### src/hub75Pkg.sv
/*
 * shared panel sizes, FM6126 configuration words and init FSM encodings
 * packed structs for pixels, frame buffer addresses and the HUB75 bus
 */
package hub75Pkg;

    // 64x32 panel, scanned as 16 row pairs (rows r and r+16 shift together)
    localparam int PANEL_WIDTH = 64;
    localparam int ROW_PAIRS = 16;

    // FM6126 configuration words and the number of latched columns per write
    localparam logic [15:0] INIT_REG12_WORD = 16'h7FFF;
    localparam logic [15:0] INIT_REG13_WORD = 16'h0040;
    localparam int REG12_LATCH_COLUMNS = 12;
    localparam int REG13_LATCH_COLUMNS = 13;

    // one-hot init states, ordered so that each step forward is a left shift
    localparam logic [5:0] INIT_REG12_BEGIN = 6'b000001;
    localparam logic [5:0] INIT_REG12_END = 6'b000010;
    localparam logic [5:0] INIT_REG13_BEGIN = 6'b000100;
    localparam logic [5:0] INIT_REG13_END = 6'b001000;
    localparam logic [5:0] INIT_FINISH = 6'b010000;
    localparam logic [5:0] INIT_FORWARD = 6'b100000;

    typedef struct packed {logic red; logic green; logic blue;} rgb_t;

    // top drives the upper half of the panel, bottom the lower half
    typedef struct packed {rgb_t top; rgb_t bottom;} pixelPair_t;

    typedef struct packed {logic [3:0] rowPair; logic [5:0] column;} pixelAddr_t;

    typedef struct packed {pixelAddr_t addr; pixelPair_t data;} pixelWrite_t;

    // blank high turns the LEDs off
    typedef struct packed {
        rgb_t       rgb1;
        rgb_t       rgb2;
        logic       latch;
        logic       blank;
        logic       pixClock;
        logic [3:0] rowAddr;
    } hub75Bus_t;

    // quiet bus with the LEDs off, used after reset and between phases
    localparam hub75Bus_t BUS_BLANKED = '{rgb1: '0, rgb2: '0, latch: 1'b0, blank: 1'b1,
                                          pixClock: 1'b0, rowAddr: 4'd0};

endpackage

### src/panelInitSequencer.sv
/*
 * FM6126 init FSM that writes configuration registers 12 and 13
 * and then forwards the scan driver bus to the panel port
 */
`timescale 1ns/1ns

module panelInitSequencer (
    input  logic                clk_in,
    input  logic                reset,
    input  hub75Pkg::hub75Bus_t scanBus,
    output hub75Pkg::hub75Bus_t panelBus,
    output logic                initDone
);

    // one bit per column, shifted down once per column
    // latch is raised once the remaining ones have all dropped out
    logic [hub75Pkg::PANEL_WIDTH-1:0] latchMask;
    logic [5:0]                       columnCount;
    logic [5:0]                       initState;
    logic [15:0]                      regWord;
    logic                             dataBit;
    logic                             lastColumn;

    // register 13 is written in the second pair of states, register 12 in the first
    assign regWord = (initState == hub75Pkg::INIT_REG13_BEGIN ||
                      initState == hub75Pkg::INIT_REG13_END) ?
                     hub75Pkg::INIT_REG13_WORD : hub75Pkg::INIT_REG12_WORD;

    // the low four bits of the column count are the column modulo 16
    assign dataBit = regWord[columnCount[3:0]];

    assign lastColumn = (columnCount == 6'(hub75Pkg::PANEL_WIDTH - 1));

    always_ff @(posedge clk_in) begin
        if (reset) begin
            initState <= hub75Pkg::INIT_REG12_BEGIN;
            columnCount <= '0;
            // 52 ones, so the mask empties for the last 12 columns
            latchMask <= {hub75Pkg::PANEL_WIDTH{1'b1}} >> hub75Pkg::REG12_LATCH_COLUMNS;
            initDone <= 1'b0;
            panelBus <= hub75Pkg::BUS_BLANKED;
        end else begin
            case (initState)
                hub75Pkg::INIT_REG12_BEGIN, hub75Pkg::INIT_REG13_BEGIN: begin
                    // clock low with the new column's bit on all six colour lines
                    panelBus.rgb1 <= {3{dataBit}};
                    panelBus.rgb2 <= {3{dataBit}};
                    panelBus.latch <= ~(|latchMask);
                    panelBus.pixClock <= 1'b0;
                    initState <= initState << 1;
                end
                hub75Pkg::INIT_REG12_END, hub75Pkg::INIT_REG13_END: begin
                    // rising edge, data and latch stay as set in the begin state
                    panelBus.pixClock <= 1'b1;
                    if (lastColumn) begin
                        // move on to register 13, or to the finish state after it
                        initState <= initState << 1;
                        columnCount <= '0;
                        latchMask <= {hub75Pkg::PANEL_WIDTH{1'b1}} >>
                                     hub75Pkg::REG13_LATCH_COLUMNS;
                    end else begin
                        // back to the begin state of the same register
                        initState <= initState >> 1;
                        columnCount <= columnCount + 6'd1;
                        latchMask <= latchMask >> 1;
                    end
                end
                hub75Pkg::INIT_FINISH: begin
                    // drop latch and clock, then let the scan driver start
                    panelBus <= hub75Pkg::BUS_BLANKED;
                    initDone <= 1'b1;
                    initState <= hub75Pkg::INIT_FORWARD;
                end
                hub75Pkg::INIT_FORWARD: begin
                    // one register stage between the scan driver and the panel
                    panelBus <= scanBus;
                end
                default: begin
                    initState <= hub75Pkg::INIT_REG12_BEGIN;
                end
            endcase
        end
    end

endmodule

### config.mk
export PLATFORM = sky130hd
export DESIGN_NAME = panelInitSequencer
export DESIGN_NICKNAME = d
export VERILOG_FILES = /design/src/hub75Pkg.sv /design/src/panelInitSequencer.sv
export SDC_FILE = /design/constraint.sdc
export NUM_CORES = 1
export LEC_CHECK = 0
export ABC_AREA = 1
export BUFFER_PORTS_ARGS = -buffer_cell sky130_fd_sc_hd__clkbuf_2
export CAP_MARGIN = 40
export CORE_MARGIN = 2
export CORE_UTILIZATION = 56
export CTS_BUF_LIST = sky130_fd_sc_hd__clkbuf_8
export DETAILED_ROUTE_END_ITERATION = 12
export PLACE_DENSITY_LB_ADDON = 0.2
export RECOVER_POWER = 25
export SLEW_MARGIN = 20
export SYNTH_ARGS = -nofsm -noshare
export SYNTH_HDL_FRONTEND = slang
export SYNTH_SLANG_ARGS = --single-unit
export TNS_END_PERCENT = 20
### constraint.sdc
create_clock -name clk_in -period 1.9 [get_ports clk_in]
set_input_delay 0.285 -clock clk_in [delete_from_list [all_inputs] [get_ports clk_in]]
set_output_delay 0.285 -clock clk_in [all_outputs]
set_load 0.02 [all_outputs]
==> flow_metrics.tcl <==
set metrics [dict create \
    drc 0 \
    post_cts_buffers 0 \
    rsz0062_at_grt "false" \
    holdCritStartpoint "scanBus[3]" \
    ys_seq_area_share_pct 46.5 \
    grt_pass1_vias 2356 \
    synthArstFlopShare_pct 0 \
    clock.fmax_ghz 0.580 \
    insertion_delay_ns 0.35 \
    synthDistinctLibCells 26 \
    layout-drive-gt1-share_pct 14.0 \
    leakage_nw 1.77 \
    endpoint_kind "flop" \
    grt_overflow 0 \
    dp_slack_ns 0.282 \
    tns_ns 0 \
    fin_crit_sh_pct 90.8 \
    cts_resized 0 \
    hold_path.class "input pin to flop" \
    syn_inst 426 \
    grt_max_degree 45 \
    numCtsBuffers 9 \
    required_ns 2.14 \
    holdPathStages 3 \
    diodes 0 \
    cp.arrival_ns 1.96 \
    dr_wl_met2_um 2630 \
    synthesis.area_um2 3360 \
    outcome "completed" \
    cp-startpoint "initState[5]$_SDFFE_PP0P_" \
    wl_um 5910 \
    syn2layout_area_growth_pct 10.9 \
    place.port_buffers 28 \
    num_rows 28 \
    relSlewSlack_pct 72.3 \
    ys_ff_latch 78 \
    yosys_warnings 0 \
    syn_nets 442 \
    cts_tree "yes" \
    first_pass_iters 4 \
    start_util_pct 57.4 \
    layout_setup_ws_ns 0.175 \
    cp-start-kind "flop" \
    grt_pass1_wl_um 10100 \
    core_um2 5850 \
    wl_met1_um 2920 \
    multiInputGateArea_um2 1400 \
    dp_hpwl_um 4080 \
    worst-path-max-fanout 25 \
    wl_per_cell_um 11.1 \
    final_util_pct 63.6 \
    cts.path.max_buffers 2 \
    hold_violations 0 \
    vias 2655 \
    fin_skew_ns 0.0135 \
    drv_cap 0 \
    fp.dieW_um 81.4 \
    drt_iter0_drc 109 \
    synth_flop_cell "dfxtp_1" \
    worstSetupPathType "flop to flop" \
    clk_pin_slew_ns 0.08 \
    finalWeightedCongestion 0.769 \
    avgSynthCellArea_um2 7.88 \
    antenna_found_initial 0 \
    finalCriticalPeriod_ns 1.72 \
    fillCellCount 536 \
    die_area_um2 6630 \
    synth-edff-count 0 \
    wl_met3_um 255 \
    num_io_pins 29 \
    cts_root_buf "clkbuf_8" \
    cts_hold_buffers 0 \
    finish.net_count 469 \
    maxSlewViolCount 0 \
    cts_max_level 3 \
    top_layer "met4" \
    routed_via_density 5.00 \
    power.density_nw_per_um2 1020 \
    grt_use_total_pct 19.6 \
    chipHeight_um 81.4 \
    cts_sinks 78 \
    register_area_um2 1560 \
    ir_drop_mv 0.546 \
    regToRegStartpoint "initState[5]$_SDFFE_PP0P_" \
    r2r_cells 7 \
    setup_viol 0 \
    ant_nets 0 \
    tightest_slew_ns 0.416 \
]
-- critical path: stages (launching register included) --
cell and delay (ns):
dfxtp_1 0.33, nor2_1 0.27, nand4_2 0.18, nand2_4 0.24, buf_4 0.31, o21ai_0 0.16, nand2_1 0.08, nand2_1 0.04
-- sequential cells by signal (all words and copies together), names as in the netlist --
name and cells:
initState 6, latchMask 52, panelBus 13, initDone 1, columnCount 6
-- power breakdown --
group          switching [mW]  internal, mW  total (mW)  leakage, nW
clock                   0.567         0.759        1.33        0.104
combinational           0.370         0.207       0.577         1.03
sequential             0.0944          1.79        1.88        0.636
total                    1.03          2.76        3.79         1.77
-- cells in the mapped netlist (4+ instances only) --
| cell type | number | share of area (%) |
|---|---|---|
| a21oi_1 | 16 | 2.4 |
| buf_2 | 9 | 1.3 |
| buf_6 | 9 | 3.0 |
| dfxtp_1 | 78 | 47 |
| inv_1 | 56 | 6.3 |
| nand2_1 | 103 | 12 |
| nand3_1 | 10 | 1.5 |
| nand4_1 | 4 | 0.75 |
| nor2_1 | 62 | 6.9 |
| nor2_2 | 4 | 0.75 |
| o211ai_1 | 39 | 8.7 |
| o211ai_2 | 12 | 4.5 |
-- worst paths after layout --
check	endpoint	slack, ns
hold / removal	panelBus[3]$_SDFFE_PP0N_	0.16
setup / recovery	initState[0]$_SDFFE_PP1P_	0.18
hold reg to reg	panelBus[3]$_SDFFE_PP0N_	0.47
setup reg to reg	initState[0]$_SDFFE_PP1P_	0.18
-- cell usage in the layout (no fill, tap or decap), types with 10 or more instances in the layout --
master    Yosys  routed
clkbuf_1      1      14
a21oi_1      16      17
nand2_1     103     103
inv_1        56      56
clkbuf_8      0      10
o211ai_1     39      39
nand3_1      10      10
nor2_1       62      63
dfxtp_1      78      78
o211ai_2     12      12
clkbuf_2      0      14
-- logic make-up (layout without fill, tap and decap cells) --
kind of cell,after synthesis,after routing,share of synthesized area [%]
flops,78,78,46.5
compound gates,73,73,17.0
fa+ha+maj,1,1,0.373
simple gates,196,196,24.7
buf+inv,78,108,11.3
-- per-stage QoR --
step                      area, um^2  std cells  total power [mW]  hold slack [ns]
final                           3720        531              3.79            0.159
after CTS                       3750        531              3.84            0.147
after global placement          3540        517              2.49            0.448
after global routing            3720        531              4.00            0.161
after detailed placement        3540        517              2.51            0.451
after floorplan                 3360        426              2.39            0.358
-- layout make-up --
type	count	area share [%]
Sequential cell	78	42.0
Clock inverter	4	1.95
Inverter	58	5.99
Timing Repair Buffer	36	6.25
Clock buffer	10	3.70
Multi-Input combinational cell	270	37.6
Tap cell	75	2.52
-- per-layer routing --
| layer | vias up | track usage [%] |
|---|---|---|
| li1 | 1418 | - |
| met1 | 1186 | 25.0 |
| met2 | 41 | 31.1 |
| met3 | 10 | 5.60 |
| met4 | 0 | 8.31 |
| met5 | - | 0 |
Power figures use the tool's default switching activity.
