--- config.mk ---
export PLATFORM = sky130hd
export DESIGN_NAME = scanDriver
export DESIGN_NICKNAME = d
export VERILOG_FILES = /design/src/hub75Pkg.sv /design/src/scanDriver.sv
export SDC_FILE = /design/constraint.sdc
export NUM_CORES = 1
export LEC_CHECK = 0
export BUFFER_PORTS_ARGS = -buffer_cell sky130_fd_sc_hd__buf_2
export CAP_MARGIN = 10
export CORE_MARGIN = 5
export CORE_UTILIZATION = 50
export DETAILED_ROUTE_END_ITERATION = 8
export PLACE_DENSITY = 0.82
export SYNTH_ARGS = -nofsm -noshare
export SYNTH_HDL_FRONTEND = slang
export SYNTH_SLANG_ARGS = --single-unit
--- constraint.sdc ---
create_clock -name clk_in -period 2.7 [get_ports clk_in]
set_clock_uncertainty 0.2 [all_clocks]
set_input_delay 0.135 -clock clk_in [delete_from_list [all_inputs] [get_ports clk_in]]
set_output_delay 0.135 -clock clk_in [all_outputs]
set_load 0.01 [all_outputs]
--- src/hub75Pkg.sv ---
/*
 * shared panel sizes, FM6126 configuration words and init FSM encodings
 * packed structs for pixels, frame buffer addresses and the HUB75 bus
 */
package hub75Pkg;

    // 64x32 panel, scanned as 16 row pairs (rows r and r+16 shift together)
    localparam int PANEL_WIDTH = 64;
    localparam int ROW_PAIRS = 16;

    // FM6126 configuration words and the number of latched columns per write
    localparam logic [15:0] INIT_REG12_WORD = 16'h7FFF;
    localparam logic [15:0] INIT_REG13_WORD = 16'h0040;
    localparam int REG12_LATCH_COLUMNS = 12;
    localparam int REG13_LATCH_COLUMNS = 13;

    // one-hot init states, ordered so that each step forward is a left shift
    localparam logic [5:0] INIT_REG12_BEGIN = 6'b000001;
    localparam logic [5:0] INIT_REG12_END = 6'b000010;
    localparam logic [5:0] INIT_REG13_BEGIN = 6'b000100;
    localparam logic [5:0] INIT_REG13_END = 6'b001000;
    localparam logic [5:0] INIT_FINISH = 6'b010000;
    localparam logic [5:0] INIT_FORWARD = 6'b100000;

    typedef struct packed {logic red; logic green; logic blue;} rgb_t;

    // top drives the upper half of the panel, bottom the lower half
    typedef struct packed {rgb_t top; rgb_t bottom;} pixelPair_t;

    typedef struct packed {logic [3:0] rowPair; logic [5:0] column;} pixelAddr_t;

    typedef struct packed {pixelAddr_t addr; pixelPair_t data;} pixelWrite_t;

    // blank high turns the LEDs off
    typedef struct packed {
        rgb_t       rgb1;
        rgb_t       rgb2;
        logic       latch;
        logic       blank;
        logic       pixClock;
        logic [3:0] rowAddr;
    } hub75Bus_t;

    // quiet bus with the LEDs off, used after reset and between phases
    localparam hub75Bus_t BUS_BLANKED = '{rgb1: '0, rgb2: '0, latch: 1'b0, blank: 1'b1,
                                          pixClock: 1'b0, rowAddr: 4'd0};

endpackage

--- src/scanDriver.sv ---
/*
 * HUB75 scan driver that shifts one row pair at a time out of the frame buffer
 * then blanks, latches and selects the row pair in a four-cycle gap
 */
`timescale 1ns/1ns

module scanDriver (
    input  logic                 clk_in,
    input  logic                 reset,
    input  logic                 initDone,
    output hub75Pkg::pixelAddr_t readAddr,
    input  hub75Pkg::pixelPair_t readData,
    output hub75Pkg::hub75Bus_t  scanBus
);

    logic [5:0] column;
    logic [3:0] rowPair;
    logic [3:0] nextRowPair;
    // set when the next edge drives pixClock high
    logic       highPhase;
    logic       inGap;
    logic [1:0] gapStep;
    logic       lastColumn;

    assign nextRowPair = (rowPair == 4'(hub75Pkg::ROW_PAIRS - 1)) ? 4'd0 : rowPair + 4'd1;
    assign lastColumn = (column == 6'(hub75Pkg::PANEL_WIDTH - 1));

    // a row pair takes 64 columns of two cycles and a four-cycle gap, 132 cycles
    // readAddr always points one column ahead of the column on the bus, so the
    // registered read has the next pair ready by the following low phase
    always_ff @(posedge clk_in) begin
        if (reset) begin
            column <= '0;
            rowPair <= '0;
            highPhase <= 1'b0;
            inGap <= 1'b0;
            gapStep <= '0;
            // row pair 0 column 0 is read continuously while idle
            readAddr <= '0;
            scanBus <= hub75Pkg::BUS_BLANKED;
        end else if (initDone) begin
            if (inGap) begin
                case (gapStep)
                    2'd0: begin
                        // clock low with the LEDs off, and fetch column 0 of the
                        // next row pair while the gap runs
                        scanBus.pixClock <= 1'b0;
                        scanBus.blank <= 1'b1;
                        readAddr <= '{rowPair: nextRowPair, column: 6'd0};
                    end
                    2'd1: begin
                        scanBus.latch <= 1'b1;
                    end
                    2'd2: begin
                        // the latched data belongs to the row pair just shifted
                        scanBus.latch <= 1'b0;
                        scanBus.rowAddr <= rowPair;
                        rowPair <= nextRowPair;
                    end
                    default: begin
                        scanBus.blank <= 1'b0;
                        inGap <= 1'b0;
                    end
                endcase
                gapStep <= gapStep + 2'd1;
            end else if (!highPhase) begin
                // low phase puts the pair fetched one column early on the bus
                scanBus.pixClock <= 1'b0;
                scanBus.blank <= 1'b0;
                scanBus.rgb1 <= readData.top;
                scanBus.rgb2 <= readData.bottom;
                readAddr.column <= column + 6'd1;
                highPhase <= 1'b1;
            end else begin
                // high phase, the panel samples the colour lines here
                scanBus.pixClock <= 1'b1;
                highPhase <= 1'b0;
                if (lastColumn) begin
                    column <= '0;
                    inGap <= 1'b1;
                end else begin
                    column <= column + 6'd1;
                end
            end
        end
    end

endmodule

==> run_results.csv <==
group,metric,value,unit
sta,slew_headroom,0.553,
pwr,intPower,0.683,mW
placed_design,dp_slack,0.790,ns
die,rows,20,
placed_design,dpl.hpwl,2200,um
routing,routed_wl,3200,um
pwr,vdd_ir_drop_max,0.279,mV
cts,clk_pin_slew_worst_paths,0.11,ns
global_route,grt_start_max_net_pins,40,
sta,drv_slew,0,
logic_synthesis,netlist_area,0.00158,mm^2
job,cap_violations,0,
pwr,p_leak,0.769,nW
routing,antenna_left,0,
logic_synthesis,yosysUniqueCellTypes,32,
logic_synthesis,async_flop_share,0,
logic_synthesis,synthesis.nets,198,
logic_synthesis,ys_ff_latch,37,
logic_synthesis,synth_common_cells,"37 x dfxtp_1, 34 x nand2_1, 20 x a21oi_1, 20 x nor2_1, 7 x nand3_1",
routing,vias,1344,
logic_synthesis,yosysWarningCount,0,
min_path,worstHoldPathCells,4,
pwr,pwr-share-comb,0.073,
global_route,grt_pass1_wl,5420,um
die,start_util,0.517,
sta,clock.fmax,0.522,GHz
logic_synthesis,yosysMostFrequentCell,"dfxtp_1",
cts,clkLatencyLatePin,0.34,ns
cts,cts_inserted_buffers,5,
setup_path,cp-end-kind,"flop",
die,die_h,66.2,um
min_path,hold_end,"inGap$_SDFFE_PP0P_",
cts,clock_sinks,37,
placed_design,gp_congestion,0.856,
setup_path,reg2reg_depth,4,
pwr,seq_power_share,0.623,
setup_path,cp.required,2.70,ns
logic_synthesis,netlist_top_cells_area,"dfxtp_1 47%, nand2_1 8.1%, a21oi_1 6.3%, nor2_1 4.8%, ha_1 4.0%",
sta,hold-worst-slack,0.0188,ns
die,die-width,66.2,um
pwr,p_switching,0.222,mW
global_route,antenna_found_initial,0,
setup_path,slowest_delay,0.61,ns
sta,setup_tns,0,ns
global_route,grt_pass1_vias,1227,
setup_path,worstSetupPathType,"flop to flop",
routing,via_per_inst,5.15,
finish,drive_gt1_frac,0.203,
routing,drc,0,
sta,setup_slack,0.783,ns
setup_path,reg2reg_slack,0.78,ns
pwr,clkPwrFrac,0.304,
finish,fin_nets,230,
placed_design,io_buffers,31,
sta,rsz0062_at_grt,"false",
global_route,grt_util_all_layers,0.161,
logic_synthesis,synth_edf_count,0,
setup_path,worstPathMaxFanout,13,
cts,clock_path_buffers,2,
cts,cts.htree.levels,2,
setup_path,worstSetupStartpointType,"flop",
logic_synthesis,synth_area_leader_cell,"dfxtp_1",
sta,hold_viol_final,0,
setup_path,r2r-end,"readAddr[0]$_SDFFE_PP0P_",
setup_path,cp_slowest_cell,"nor3b_2",
logic_synthesis,synthFlopType,"dfxtp_1",
logic_synthesis,synth_top_cell_area_share,0.469,
cts,cts_tree,"done",
die,dieArea,0.00438,mm^2
sta,worst_pin_slew,0.671,ns
cts,cts_resized,0,
setup_path,r2r-start,"inGap$_SDFFE_PP0P_",
min_path,worstHoldPathType,"primary input to flop",
finish,final_util,0.599,
cts,root_buffer,"clkbuf_4",
setup_path,cpMostUsedCell,"nor2_1",
finish,num_antenna_cells,0,
sta,setup_violations,0,
setup_path,path_cells,"nor3b_2 -> nor2_1 -> a22oi_1 -> nor2_1",
die,io_pins,32,
die,core,0.00305,mm^2
logic_synthesis,syn_area_per_cell,8.58,um^2
min_path,hp-start,"initDone",
global_route,grt_overflow_total,0,
logic_synthesis,seq_area_frac_synth,0.469,
outcome,status,"finished, final reports clean",
pwr,powerDensity,495,mW/mm^2
routing,drt_pass1_iterations,4,
sta,fin_crit,1.92,ns
pwr,power,0.904,mW
setup_path,cp.arrival,1.91,ns
routing,wl_per_cell,12.3,um
sta,post-route-period-util,0.710,
pwr,swShare,0.245,
logic_synthesis,netlist_instances,184,
finish,syn2layout_area_growth,15.8,%
routing,drt_iter0_drc,95,
## placed cells by master, fill, tap and decap left out
cell type | synthesis | routed
dfxtp_1 | 37 | 37
nand2_1 | 34 | 34
buf_2 | 4 | 31
a21oi_1 | 20 | 20
nor2_1 | 20 | 20
nand3_1 | 7 | 7
dlygate4sd3_1 | 0 | 6
and3_1 | 5 | 5
a22oi_1 | 5 | 5
ha_1 | 5 | 5
clkbuf_4 | 0 | 5
xnor2_1 | 4 | 4
xor2_1 | 4 | 4
o21ai_0 | 4 | 4
a211oi_1 | 4 | 4
inv_1 | 3 | 3
or3_1 | 3 | 3
mux2i_1 | 2 | 2
a31oi_1 | 2 | 2
nand3b_1 | 2 | 2
clkinv_2 | 0 | 2
nor3b_2 | 1 | 1
a32oi_1 | 1 | 1
nand3b_2 | 1 | 1
nor3_1 | 1 | 1
and3b_1 | 1 | 1
and3_4 | 1 | 1
a21oi_2 | 1 | 1
inv_2 | 1 | 1
a21o_1 | 1 | 1
o41ai_1 | 1 | 1
o31ai_2 | 1 | 1
clkbuf_1 | 4 | 1
## repair_timing
item                                    4_1_cts  5_1_grt
setup buffers                                 0        0
hold buffers                                  6        0
endpoints found under the setup margin        0        0
hold endpoints to repair                      6        0
## kinds of logic (layout without fill, tap and decap cells)
logic type,count (synthesis),count (layout),synth area share
buffers and inverters,16,49,0.0555
AOI/OAI and AO/OA,40,40,0.156
xor gates and xnor gates,8,8,0.0444
adders and majority gates,5,5,0.0396
and+or+nand+nor,76,76,0.223
muxes,2,2,0.0127
DFF,37,37,0.469
## sequential cells by signal, summed over array words and instances, names as in the netlist
| signal | cells |
|---|---|
| inGap | 1 |
| highPhase | 1 |
| scanBus | 13 |
| gapStep | 2 |
| readAddr | 10 |
| column | 6 |
| rowPair | 4 |
## worst max path at each step
stage                                 startpoint                        to  cells after the start
final                         inGap$_SDFFE_PP0P_  readAddr[0]$_SDFFE_PP0P_                      4
after floorplan           column[0]$_SDFFE_PP0P_    column[0]$_SDFFE_PP0P_                      5
after CTS                     inGap$_SDFFE_PP0P_  readAddr[4]$_SDFFE_PP0P_                      4
after global placement        inGap$_SDFFE_PP0P_  readAddr[3]$_SDFFE_PP0P_                      4
after global routing          inGap$_SDFFE_PP0P_  readAddr[2]$_SDFFE_PP0P_                      4
after detailed placement      inGap$_SDFFE_PP0P_  readAddr[4]$_SDFFE_PP0P_                      4
## metal layers
| layer | GRT usage | vias to the layer above | part of all wire |
|---|---|---|---|
| li1 | - | 693 | - |
| met1 | 0.203 | 605 | 0.46 |
| met2 | 0.250 | 44 | 0.47 |
| met3 | 0.0629 | 2 | 0.065 |
| met4 | 0.0533 | 0 | 0.0066 |
| met5 | 0 | - | 0 |
## power groups by stage
stage / logic (mW) / clock network, mW / registers [mW]
after global routing: 0.0750 / 0.311 / 0.565
after global placement: 0.0595 / 0 / 0.576
after floorplan: 0.0382 / 0 / 0.580
final: 0.0660 / 0.274 / 0.564
after CTS: 0.0665 / 0.281 / 0.564
after detailed placement: 0.0596 / 0 / 0.576
## worst max-delay path, delay by kind of cell (launching register included)
family          cells  cell delay (ns)
simple gates        3             0.91
compound gates      1             0.23
flops               1             0.44
## layout make-up
cell class / instances / area [um^2]
clock buffers: 6 / 41.3
clock inverters: 2 / 10.0
fillers: 287 / 1220
inverters: 4 / 15.0
multi-input cells: 131 / 751
flip-flops and latches: 37 / 741
well taps: 44 / 55.1
repair buffers: 37 / 215
## per-stage QoR
step | instance area, um^2 | std cells
floorplan | 1580 | 184
global placement | 1720 | 247
detailed placement | 1720 | 247
CTS | 1830 | 261
global route | 1830 | 261
finish | 1830 | 261
No activity file was read; power rests on OpenSTA's default activity.
